## src/verilog/actuator_pkg.sv

```systemverilog
// Types and timing shared by the actuator safety stage
// All limits are in clock cycles and sized for short simulation runs
// Every limit must fit in TIMER_W bits
`default_nettype none

package actuator_pkg;

    // ==============================
    // Timing limits
    // ==============================
    localparam int TIMER_W            = 8;   // Width of run and settle counters
    localparam int GRINDER_MAX_CYCLES = 40;  // Both grinders
    localparam int WATER_MAX_CYCLES   = 80;  // Pour-over and direct valve
    localparam int PAPER_MAX_CYCLES   = 12;
    localparam int SETTLE_CYCLES      = 5;   // Block after any non-heater change

    // ==============================
    // Status widths
    // ==============================
    localparam int COUNT_W = 3;  // Holds 0..6
    localparam int NUM_ACT = 6;  // Channels in actuator_vec_t

    // Bit position of each channel in actuator_vec_t
    // Heater sits on top, so the gated five form bits 4..0
    typedef enum logic [2:0] {
        ACT_PAPER_MOTOR  = 3'd0,
        ACT_GRINDER1     = 3'd1,
        ACT_GRINDER0     = 3'd2,
        ACT_WATER_DIRECT = 3'd3,
        ACT_WATER_POUR   = 3'd4,
        ACT_HEATER       = 3'd5
    } actuator_e;

    // One bit per actuator, first member is the MSB
    typedef struct packed {
        logic heater;
        logic water_pour;
        logic water_direct;
        logic grinder0;
        logic grinder1;
        logic paper_motor;
    } actuator_vec_t;

    // Plant safety inputs, all plain levels
    typedef struct packed {
        logic temp_ready;            // Water at brew temperature
        logic pressure_ready;        // Pump pressure in range
        logic paper_filter_present;
        logic system_fault;          // Kills every actuator
        logic emergency_stop;        // Kills every actuator
    } plant_status_t;

endpackage

`default_nettype wire

```

## src/verilog/run_timer.sv

```systemverilog
// Maximum on-time guard for one actuator
// MAX_CYCLES must fit in the package counter width
`timescale 1ns/10ps
`default_nettype none

module run_timer #(
    parameter int MAX_CYCLES = 40  // On-time limit in cycles
) (
    input  wire  clk,
    input  wire  rst_n,
    input  wire  run,      // Raw command level for this channel
    output logic timeout   // Limit exceeded and held while run stays high
);

    localparam int            TW    = actuator_pkg::TIMER_W;
    localparam logic [TW-1:0] LIMIT = TW'(MAX_CYCLES);

    logic [TW-1:0] cnt;  // Consecutive cycles with run high

    // ==============================
    // On-time counter
    // ==============================
    always_ff @(posedge clk or negedge rst_n) begin
        if (!rst_n) begin
            cnt     <= '0;
            timeout <= 1'b0;
        end else if (!run) begin
            // Command dropped so the window starts over
            cnt     <= '0;
            timeout <= 1'b0;
        end else if (cnt == LIMIT) begin
            timeout <= 1'b1;       // One edge after the limit is reached
        end else begin
            cnt <= cnt + 1'b1;
        end
    end

    // Counter parks at the limit and never runs past it
    a_cnt_bound : assert property (
        @(posedge clk) disable iff (!rst_n)
        cnt <= LIMIT
    ) else $error("run_timer counter above limit %0d", MAX_CYCLES);

endmodule

`default_nettype wire

```

## src/verilog/settle_timer.sv

```systemverilog
// Settling block for the five non-heater actuators
// Any toggle of their permitted bits reloads the delay
// Heater changes are ignored here
`timescale 1ns/10ps
`default_nettype none

module settle_timer (
    input  wire                         clk,
    input  wire                         rst_n,
    input  wire actuator_pkg::actuator_vec_t permit,  // Gate output from this cycle
    output logic                        settle_active     // Blocks the gated five
);

    localparam int TW  = actuator_pkg::TIMER_W;
    localparam int TOP = actuator_pkg::ACT_WATER_POUR;  // Highest non-heater bit

    logic [TOP:0]  cur;      // Non-heater bits this cycle
    logic [TOP:0]  prev;     // Same bits one edge ago
    logic [TW-1:0] cnt;      // Remaining settle cycles
    logic          changed;

    assign cur     = permit[TOP:0];
    assign changed = (cur != prev);

    // ==============================
    // Change detect and drain
    // ==============================
    always_ff @(posedge clk or negedge rst_n) begin
        if (!rst_n) begin
            prev          <= '0;
            cnt           <= '0;
            settle_active <= 1'b0;
        end else begin
            prev <= cur;
            if (changed) begin
                cnt           <= TW'(actuator_pkg::SETTLE_CYCLES);  // Restart delay
                settle_active <= 1'b1;
            end else if (cnt != '0) begin
                cnt           <= cnt - 1'b1;
                settle_active <= 1'b1;
            end else begin
                settle_active <= 1'b0;    // Drained
            end
        end
    end

    a_cnt_bound : assert property (
        @(posedge clk) disable iff (!rst_n)
        cnt <= TW'(actuator_pkg::SETTLE_CYCLES)
    ) else $error("settle_timer counter above settle delay");

endmodule

`default_nettype wire

```

## src/verilog/safety_gate.sv

```systemverilog
// Combinational permission for all six actuators
// Fault and e-stop override every command
// clk only samples the checks below, permit has no register here
`timescale 1ns/10ps
`default_nettype none

module safety_gate (
    input  wire                          clk,
    input  wire actuator_pkg::actuator_vec_t  cmd,      // Recipe commands
    input  wire actuator_pkg::plant_status_t  plant,
    input  wire actuator_pkg::actuator_vec_t  timeout,  // Heater bit unused
    input  wire                          settle_active,
    output actuator_pkg::actuator_vec_t       permit
);

    logic kill;     // Fault or e-stop
    logic run_ok;   // Gated five may run at all

    assign kill   = plant.system_fault | plant.emergency_stop;
    assign run_ok = ~kill & ~settle_active;

    // ==============================
    // Per-channel rules
    // ==============================
    always_comb begin
        permit = '0;

        // Heater has no run limit and no settle block
        permit.heater = cmd.heater & ~kill;

        // Pour-over needs hot water, pressure and a filter
        permit.water_pour = cmd.water_pour & run_ok & ~timeout.water_pour
                          & plant.temp_ready
                          & plant.pressure_ready
                          & plant.paper_filter_present;

        // Direct water only cares about pressure
        permit.water_direct = cmd.water_direct & run_ok & ~timeout.water_direct
                            & plant.pressure_ready;

        permit.grinder0 = cmd.grinder0 & run_ok & ~timeout.grinder0;
        permit.grinder1 = cmd.grinder1 & run_ok & ~timeout.grinder1;

        // No filter means nothing to feed
        permit.paper_motor = cmd.paper_motor & run_ok & ~timeout.paper_motor
                           & plant.paper_filter_present;
    end

    // ==============================
    // Safety checks
    // ==============================
    a_kill_all : assert property (
        @(posedge clk)
        (plant.system_fault || plant.emergency_stop) |-> permit == '0
    ) else $error("permit set during fault or e-stop");

    a_pour_ready : assert property (
        @(posedge clk)
        permit.water_pour |-> plant.temp_ready && plant.pressure_ready
    ) else $error("water_pour permitted without temp and pressure");

endmodule

`default_nettype wire

```

## src/verilog/actuator_status.sv

```systemverilog
// Output register for the actuator drives plus live status
// Count and flag follow act without extra delay
`timescale 1ns/10ps
`default_nettype none

module actuator_status (
    input  wire                                clk,
    input  wire                                rst_n,
    input  wire actuator_pkg::actuator_vec_t   permit,
    output actuator_pkg::actuator_vec_t        act,          // Registered drives
    output logic [actuator_pkg::COUNT_W-1:0]   active_count,
    output logic                               actuators_active
);

    localparam int CW = actuator_pkg::COUNT_W;

    logic [actuator_pkg::NUM_ACT-1:0] on_bits;  // act as a flat vector

    // One edge from permit to the pins
    always_ff @(posedge clk or negedge rst_n) begin
        if (!rst_n) begin
            act <= '0;
        end else begin
            act <= permit;
        end
    end

    assign on_bits = act;

    // ==============================
    // Population count
    // ==============================
    always_comb begin
        active_count = '0;
        for (int i = 0; i < actuator_pkg::NUM_ACT; i++) begin
            active_count = active_count + CW'(on_bits[i]);
        end
    end

    assign actuators_active = (active_count != '0);  // Any drive on

    a_active_flag : assert property (
        @(posedge clk) disable iff (!rst_n)
        actuators_active == (act != '0)
    ) else $error("actuators_active disagrees with act");

endmodule

`default_nettype wire

```

## src/verilog/actuator_control.sv

```systemverilog
// Actuator safety stage top level
// Inputs are plain levels, act follows them after one edge
// Heater has no run timer, its timeout bit is tied low
`timescale 1ns/10ps
`default_nettype none

module actuator_control (
    input  wire                                clk,
    input  wire                                rst_n,
    input  wire actuator_pkg::actuator_vec_t   cmd,     // From recipe engine
    input  wire actuator_pkg::plant_status_t   plant,
    output actuator_pkg::actuator_vec_t        act,     // Registered drives
    output logic [actuator_pkg::COUNT_W-1:0]   active_count,
    output logic                               actuators_active
);

    wire actuator_pkg::actuator_vec_t timeout;   // One bit per run timer
    actuator_pkg::actuator_vec_t      permit;    // Gate result, same cycle
    logic                             settle_active;

    assign timeout.heater = 1'b0;  // Heater may run indefinitely

    // ==============================
    // Permission
    // ==============================
    safety_gate i_safety_gate (
        .clk           (clk),
        .cmd           (cmd),
        .plant         (plant),
        .timeout       (timeout),
        .settle_active (settle_active),
        .permit        (permit)
    );

    // ==============================
    // Run-time limits
    // ==============================
    run_timer #(.MAX_CYCLES(actuator_pkg::WATER_MAX_CYCLES)) i_run_water_pour (
        .clk(clk), .rst_n(rst_n), .run(cmd.water_pour), .timeout(timeout.water_pour)
    );

    run_timer #(.MAX_CYCLES(actuator_pkg::WATER_MAX_CYCLES)) i_run_water_direct (
        .clk(clk), .rst_n(rst_n), .run(cmd.water_direct), .timeout(timeout.water_direct)
    );

    run_timer #(.MAX_CYCLES(actuator_pkg::GRINDER_MAX_CYCLES)) i_run_grinder0 (
        .clk(clk), .rst_n(rst_n), .run(cmd.grinder0), .timeout(timeout.grinder0)
    );

    run_timer #(.MAX_CYCLES(actuator_pkg::GRINDER_MAX_CYCLES)) i_run_grinder1 (
        .clk(clk), .rst_n(rst_n), .run(cmd.grinder1), .timeout(timeout.grinder1)
    );

    run_timer #(.MAX_CYCLES(actuator_pkg::PAPER_MAX_CYCLES)) i_run_paper_motor (
        .clk(clk), .rst_n(rst_n), .run(cmd.paper_motor), .timeout(timeout.paper_motor)
    );

    // Settling block fed back into the gate
    settle_timer i_settle_timer (
        .clk           (clk),
        .rst_n         (rst_n),
        .permit        (permit),
        .settle_active (settle_active)
    );

    actuator_status i_actuator_status (
        .clk              (clk),
        .rst_n            (rst_n),
        .permit           (permit),
        .act              (act),
        .active_count     (active_count),
        .actuators_active (actuators_active)
    );

endmodule

`default_nettype wire

```

## config.mk

```make
export PLATFORM = sky130hd
export DESIGN_NAME = actuator_control
export DESIGN_NICKNAME = d
export VERILOG_FILES = /design/src/verilog/actuator_pkg.sv /design/src/verilog/run_timer.sv /design/src/verilog/settle_timer.sv /design/src/verilog/safety_gate.sv /design/src/verilog/actuator_status.sv /design/src/verilog/actuator_control.sv
export SDC_FILE = /design/constraint.sdc
export NUM_CORES = 1
export LEC_CHECK = 0
export BUFFER_PORTS_ARGS = -buffer_cell sky130_fd_sc_hd__buf_2
export CORE_MARGIN = 8
export CORE_UTILIZATION = 29
export CTS_CLUSTER_SIZE = 28
export DETAILED_ROUTE_END_ITERATION = 10
export PLACE_DENSITY = 0.43
export RECOVER_POWER = 50
export SLEW_MARGIN = 10
export SYNTH_ARGS = -nofsm -noshare
export SYNTH_HDL_FRONTEND = slang
export SYNTH_SLANG_ARGS = --single-unit
```

## constraint.sdc

```tcl
create_clock -name clk -period 3.15 [get_ports clk]
set_clock_uncertainty 0.2 [all_clocks]
set_input_delay 0.315 -clock clk [delete_from_list [all_inputs] [get_ports clk]]
set_output_delay 0.315 -clock clk [all_outputs]
set_load 0.01 [all_outputs]
```

==> After elaboration in Yosys (flattened, before gate mapping) <==
Index checks and enable logic that the tools add are counted.
{ "totals": {"register_bits": 65, "in_bits": 13, "elab_cells": 98} }
{ "classes": {"n_addsub": 11, "n_eq_ne": 16, "mux": 24, "bitwise_logic": 25, "n_reduce_logical": 3} }
{ "op_table": {"columns": ["operator", "count"], "rows": [
  ["2-to-1 mux 8 bit", 12],
  ["adder 8 x 1 -> 8 bit (second input constant)", 5],
  ["bitwise AND 1 bit", 17],
  ["equality test 8 x 6 -> 1 bit (second input constant)", 2],
  ["equality test 8 x 7 -> 1 bit (second input constant)", 2],
  ["adder 3 x 1 -> 3 bit", 4],
  ["2-to-1 mux 1 bit", 12],
  ["!= test 2 x 1 -> 1 bit (second input constant)", 5],
  ["!= test 2 bit (second input constant)", 5],
  ["equality test 8 x 4 -> 1 bit (second input constant)", 1],
  ["nonzero test 8 bit", 1],
  ["subtractor 8 x 1 -> 8 bit (second input constant)", 1],
  ["inverter 1 bit", 7],
  ["!= test 5 bit", 1],
  ["nonzero test 3 bit", 1],
  ["adder 1 x 1 -> 2 bit", 1],
  ["nonzero test 2 bit", 1],
  ["bitwise OR 1 bit", 1]
]} }

==> Longest topological paths before layout <==
Gate-level depths: netlist (run 1).
{ "depth": {"word_depth": 10, "mapped_depth": 7, "ltp_nobuf": 7} }

==> Modules after synthesis <==
From an unflattened synthesis (run 1), not the netlist that was laid out.
{ "hier_totals": {"cells_unflattened": 325, "hier_area_um2": 3424.5} }
{ "by_module_without_submodules": {"columns": ["mod", "instances", "cells_per_inst", "area_each_um2", "seq_area_each_um2"], "rows": [
  ["run_timer (i_run_water_direct ...)", 2, 46, 480.5, 225.2],
  ["run_timer (i_run_grinder0 ...)", 2, 46, 474.2, 225.2],
  ["settle_timer", 1, 63, 681.9, 350.3],
  ["run_timer (i_run_paper_motor)", 1, 48, 476.7, 225.2],
  ["actuator_status", 1, 19, 259.0, 150.1],
  ["safety_gate", 1, 10, 93.8, 0.0],
  ["actuator_control", 1, 1, 3.8, 0.0]
]} }

==> Worst setup path after synthesis (run 1) <==
No wires, ideal clock.
{ "synth_timing": {"kind": "reg-to-output", "start": "register, netlist name i_settle_timer.prev[0]", "end": "output actuators_active", "t_arrival_ps": 2545, "t_required_ps": 2635, "slack_ps": 90, "path_stages_with_launch": 8, "cell_sequence": "dfrtp_1 > ha_1 > inv_1 > fa_1 > inv_1 > fa_1 > fa_1 > or3_1"} }
{ "synth_lines": {"columns": ["item", "line", "rtl"], "rows": [
  ["to (decl)", "actuator_control.sv:14", "output logic actuators_active"]
]} }

==> qor.yml, run 1 <==
pwr:
  combPwrFrac_pct: 14.9
  switchingPower_uw: 517
  seqPwrFrac_pct: 48.6
  p_int_mw: 1.36
  p_leak_nw: 1.63
  power_mw: 1.87
  p_per_area_nw_per_um2: 513
  pwr-share-clk_pct: 36.5
  ir_drop_mv: 0.202
  p_sw_share_pct: 27.6
yosys:
  ys_async_sr_fraction_pct: 100
  syn_area_um2: 3130
  synth_edf_count: 0
  yosys-top-cells-count: "dfrtp_1, xnor2_1, and2_1"
  synth_top_area_cell: "dfrtp_1"
  ys.flop_type: "dfrtp_1"
  yosys_register_bits: 60
  synth_area_leaders: "dfrtp_1, xnor2_1, and2_1"
  synthMostInstantiatedCell: "dfrtp_1"
  synth_cell_types: 38
  synth_top_area_share_pct: 48.0
  synthesis.nets: 327
  yosysWarnings: 0
  ys_seq_area_share_pct: 48.0
  synth_area_per_cell_um2: 10.5
  syn_inst: 298
timing:
  max_freq_mhz: 299
  setup_violations: 1
  slew_violations: 30
  grt_setup_unrepaired: "yes"
  setup_tns_ns: -0.191
  fin_crit_sh_pct: 106
  hold_viol_final: 0
  worst_pin_slew_ns: 1.65
  timing.final.ws_setup_ns: -0.191
  fin_crit_ns: 3.34
  hold_ws_ns: 0.0899
  relSlewSlack_pct: -10.0
layout:
  drive_above_1_share_pct: 12.6
  fin_area_um2: 3650
  diodes: 0
  nets: 365
  fin_cells: 480
  syn_to_final_growth_pct: 16.7
floorplanning:
  start_util_pct: 29.3
  die_y_um: 120
  core_area_um2: 10700
  die_x_um: 120
  num_io_pins: 23
  rows: 38
  dieArea_um2: 14400
clock_network:
  clkLatencyLatePin_ns: 0.34
  clkSinkCount: 60
  cts-root-buf: "clkbuf_8"
  cts_tree: "done"
  cts_htree_levels: 3
  numCtsBuffers: 9
  clockBufferDepth: 2
  clk_pin_slew_ns: 0.07
  postCtsSetupRepairBufs: 0
min_path:
  hold_class: "in2reg"
  hp-start: "cmd[2]"
setup_path:
  worst_setup_path_end_kind: "primary output"
  critPathArrivalTime_ns: 2.83
  cp_max_fo: 2
  start_kind: "flop"
  critPathRequiredTime_ns: 2.63
  critPathKind: "reg2out"
  crit_start: "i_settle_timer.prev[0]"
  reg2reg_from: "i_settle_timer.settle_active"
routing:
  drt_pass1_iterations: 4
  drcViolationCount: 0
  ant_nets: 0
  via_count: 2133
  drtIter0Drc: 32
  wl_per_cell_um: 13.1
  viasPerCell: 4.44
  wl_mm: 6.29
global_routing:
  grt_max_degree: 30
  grt.total_usage_pct: 9.57
  grt_overflow: 0
  grt_pass1_vias: 2225
  grt_pass1_wl_mm: 11.0
  antenna_found_initial: 0
place:
  routabilityCongestion: 0.736
  portBuffers: 22
  dp_cells: 463
  post_dp_cell_area_um2: 3450
  dp_hpwl_mm: 4.53
run:
  cap_violations: 1
outcome:
  status: "finished with violations"
  violations: "capacitance limit, slew limit, setup timing"
==> final cells by class <==
type	instances	area, um^2
fill	1134	7050
multi-input combinational	216	1550
sequential	60	1500
tap	140	175
timing repair buffer	30	165
clock buffer	11	141
inverter	19	71.3
clock inverter	4	50.0
==> cell families (layout without fill, tap and decap cells) <==
logic type	count (synthesis)	after routing	share of synthesized area (%)
AND/OR/NAND/NOR	141	141	26.5
flip-flops	60	60	48.0
XOR/XNOR	38	38	10.6
buffers and inverters	22	64	2.68
AO/OA/AOI/OAI	17	17	3.80
adder cells (fa/ha/maj)	16	16	7.12
multiplexers	4	4	1.32
==> what timing repair did <==
action,in CTS,in global routing
hold endpoints to repair,28,0
pin swaps,0,0
gates resized for setup,1,1
hold buffers,2,0
endpoints found under the setup margin,1,1
==> placed cells by master, fill, tap and decap left out, types with 2 or more instances in the layout <==
cell           count
a21boi_1           2
a21oi_1            8
a31oi_1            2
and2_0            17
and2_1            10
and3_1             8
and4b_1            3
buf_2             16
buf_4              5
clkbuf_1           7
clkbuf_8          10
clkinvlp_4         2
dfrtp_1           60
dlygate4sd3_1      2
fa_1               2
ha_1              13
inv_1             18
mux2i_1            3
nand2_1           10
nand3_1           23
nand4_1            2
nand4b_1           3
nor2_1            18
nor2b_1            9
nor3_1            13
nor3b_1            6
nor4b_1            3
nor4bb_1           2
o21a_1             4
or2_1              2
or3_1              4
xnor2_1           29
xor2_1             9
==> routing by layer <==
metal | vias to the layer above | wire, um | share of wire [%] | global-route usage [%]
li1 | 1083 | - | - | -
met1 | 1023 | 3070 | 49 | 11.9
met2 | 19 | 2920 | 46 | 14.9
met3 | 8 | 220 | 3.5 | 2.72
met4 | 0 | 86 | 1.4 | 4.68
met5 | - | 0 | 0 | 0
==> state kept, by name, summed over array words and instances, names as in the netlist, 2 cells and up <==
| register | count |
|---|---|
| i_actuator_status.act | 2 |
| i_run_grinder0.cnt | 8 |
| i_run_grinder1.cnt | 8 |
| i_run_paper_motor.cnt | 8 |
| i_run_water_direct.cnt | 8 |
| i_run_water_pour.cnt | 8 |
| i_settle_timer.cnt | 8 |
| i_settle_timer.prev | 4 |
==> worst max-delay path: stages (launching register included) <==
cell and delay, ns:
dfrtp_1 0.39, ha_1 0.28, inv_1 0.04, fa_1 0.49, inv_2 0.04, fa_2 0.33
fa_1 0.44, or3_1 0.34, buf_2 0.14
==> worst paths after layout <==
path	endpoint	slack [ns]	cells past startpoint
min in group asynchronous	i_run_paper_motor.timeout	0.74	2
max	actuators_active	-0.19	8
min reg2reg	i_settle_timer.prev[1]	0.29	1
max in group asynchronous	i_run_water_pour.cnt[4]	0.87	3
min	i_run_grinder0.cnt[1]	0.09	2
max reg2reg	i_settle_timer.cnt[2]	0.72	5
==> power groups by stage <==
stage / Clock, mW / Sequential, mW / Combinational, mW
after global placement: 0 / 0.925 / 0.279
after global routing: 0.753 / 0.921 / 0.330
after floorplan: 0 / 0.908 / 0.212
after detailed placement: 0 / 0.923 / 0.284
final: 0.684 / 0.910 / 0.279
after CTS: 0.712 / 0.911 / 0.285
==> per-stage QoR <==
step                      worst slack (ns)  util, %
after global placement               0.144     32.2
after global routing                -0.299     34.1
final                               -0.191     34.1
after detailed placement             0.129     32.2
after CTS                           -0.208     34.2
after floorplan                     0.0904        -
No activity file was read; power rests on OpenSTA's default activity.
==> inputs of run 2 (changes only) <==
==> constraint.sdc (replaced) <==
create_clock -name clk -period 3.15 [get_ports clk]
set_clock_uncertainty 0.2 [all_clocks]
set_input_delay 0 -clock clk [delete_from_list [all_inputs] [get_ports clk]]
set_output_delay 0 -clock clk [all_outputs]
set_load 0.01 [all_outputs]
==> qor.yml, run 2 (same netlist as run 1, synthesis figures left out) <==
outcome:
  status: "completed"
global_routing:
  antenna_found_initial: 0  # unchanged
  grt_overflow: 0  # unchanged
  grt_pass1_vias: 2269  # +2.0%
  grt_pass1_wl_mm: 11.0  # +0.63%
  grt_max_degree: 40  # +33%
  grt.total_usage_pct: 9.77  # +0.20 points
routing:
  drtIter0Drc: 86  # +170%
  ant_nets: 0  # unchanged
  viasPerCell: 4.43  # -0.35%
  wl_per_cell_um: 13.1  # about the same
  drcViolationCount: 0  # unchanged
  via_count: 2183  # +2.3%
  drt_pass1_iterations: 4  # unchanged
  wl_mm: 6.46  # +2.6%
layout:
  layout_commonest_cell: "dfrtp_1"
  final_util_pct: 35.1  # +0.96 points
  drive_above_1_share_pct: 12.5  # -0.18 points
  nets: 378  # +3.6%
  fillers: 1103  # -2.7%
  diodes: 0  # unchanged
  syn_to_final_growth_pct: 20.0
  final_cell_mix: "dfrtp_1, xnor2_1, and2_1"
pwr:
  p_per_area_nw_per_um2: 476  # -7.2%
  ir_drop_mv: 0.205  # +1.8%
  p_leak_nw: 1.71  # +5.0%
  power_mw: 1.79  # -4.6%
floorplanning:
  rows: 38  # unchanged
  start_util_pct: 29.3  # unchanged
  core_area_um2: 10700  # unchanged
  die_x_um: 120  # unchanged
  die_y_um: 120  # unchanged
  dieArea_um2: 14400  # unchanged
  num_io_pins: 23  # unchanged
timing:
  slew_violations: 0  # -100%
  worst_pin_slew_ns: 1.23  # -0.418 ns
  setup_violations: 0  # -1
  fin_crit_sh_pct: 96.7  # -9.3 points
  relSlewSlack_pct: 17.8  # +28 points
  max_freq_mhz: 328  # +9.6%
  timing.final.ws_setup_ns: 0.103  # +0.294 ns
  grt_setup_unrepaired: "yes"
  setup_tns_ns: 0  # +0.191 ns
  hold_viol_final: 0  # unchanged
  fin_crit_ns: 3.05  # -0.294 ns
setup_path:
  start_kind: "flop"
  worst_setup_path_end_kind: "primary output"
  cp_top_family: "adder cells"
  critPathRequiredTime_ns: 2.95  # +0.32 ns
  critical_path.slowest_cell: "fa_1"
  critPathBufInv: 3  # unchanged
  cpPeakStageDelay_ns: 0.49  # about the same
  cpMostUsedCell: "fa_1"
  critPathArrivalTime_ns: 2.85  # +0.02 ns
  cp_max_fo: 3  # +1
  path_cells: "ha_1 > inv_1 > fa_1 > inv_2 > fa_2 > fa_1 > or3_1 > buf_2"
  critPathKind: "reg2out"
clock_network:
  cts_htree_levels: 3  # unchanged
  numCtsBuffers: 9  # unchanged
  cts-root-buf: "clkbuf_8"
  clk_pin_slew_ns: 0.07  # about the same
  clockBufferDepth: 2  # unchanged
  clkSinkCount: 60  # unchanged
  clkLatencyLatePin_ns: 0.34  # about the same
  cts_tree: "done"
place:
  dp_slack_ns: 0.347  # +0.219 ns
  dp_hpwl_mm: 4.55  # +0.45%
  routabilityCongestion: 0.741  # +0.68%
  portBuffers: 22  # unchanged
run:
  cap_violations: 0  # -1
min_path:
  hold_class: "in2reg"
-- run 2: cell count changes in the layout (fill, tap and decap cells not counted), sizes merged --
| cell | delta |
|---|---|
| clkinvlp | -2 |
| clkinv | +2 |
| bufinv | -1 |
| clkbuf | -5 |
| dlygate4sd3 | +15 |
| buf | +4 |
-- run 2: where the power goes --
group / leakage, nW / internal, mW / switching (mW)
Clock: 0.0800 / 0.278 / 0.304
Combinational: 0.825 / 0.142 / 0.152
Sequential: 0.804 / 0.842 / 0.0689
-- run 2: per-layer routing --
metal  up-vias  global-route usage, %  part of all wire [%]
li1       1109                      -                     -
met4         0                   3.98                   1.5
met2        30                   15.8                    46
met5         -                      0                     0
met3        10                   3.48                   3.8
met1      1034                   11.6                    49
-- run 2: repair_timing --
item                                    in CTS  in global routing
endpoints found under the setup margin       1                  1
buffers inserted                             1                  1
cloned                                       0                  0
resized for setup                            0                  2
hold buffers                                17                  0
endpoints found under the hold margin       72                  0
pin swaps                                    0                  0
-- run 2: tightest hold or removal path, stage by stage --
cell,delay [ns]
buf_2,0.10
or4b_1,0.26
a31oi_4,0.05
or2_1,0.23
nand3_1,0.07
-- run 2: final cells by class --
class / instances / area, um^2 / area share [%]
inverter: 19 / 71.3 / 1.90
sequential: 60 / 1500 / 40.0
multi-input combinational: 216 / 1550 / 41.2
clock buffer: 12 / 135 / 3.60
tap: 140 / 175 / 4.67
clock inverter: 3 / 15.0 / 0.400
timing repair buffer: 43 / 309 / 8.23
-- run 2: path summary, 6_finish.rpt --
path                                               from                        to  slack [ns]  cells past startpoint
min in group asynchronous                         rst_n  i_run_paper_motor.cnt[6]        0.25                      2
max reg2reg                i_settle_timer.settle_active     i_settle_timer.cnt[2]        0.20                      6
max                              i_settle_timer.prev[1]          actuators_active        0.10                      8
min                                            plant[2]     i_settle_timer.cnt[0]        0.20                      5
min reg2reg                      i_run_grinder0.timeout    i_settle_timer.prev[2]        0.27                      1
max in group asynchronous                         rst_n    i_run_grinder1.timeout        1.34                      3
-- run 2: stage by stage --
step / std cells / hold WS [ns] / instance area [um^2]
floorplan: 298 / -0.496 / 3130
finish: 493 / 0.201 / 3750
detailed placement: 459 / -0.182 / 3420
CTS: 492 / 0.00200 / 3740
global placement: 459 / -0.173 / 3420
global route: 493 / 0.222 / 3750
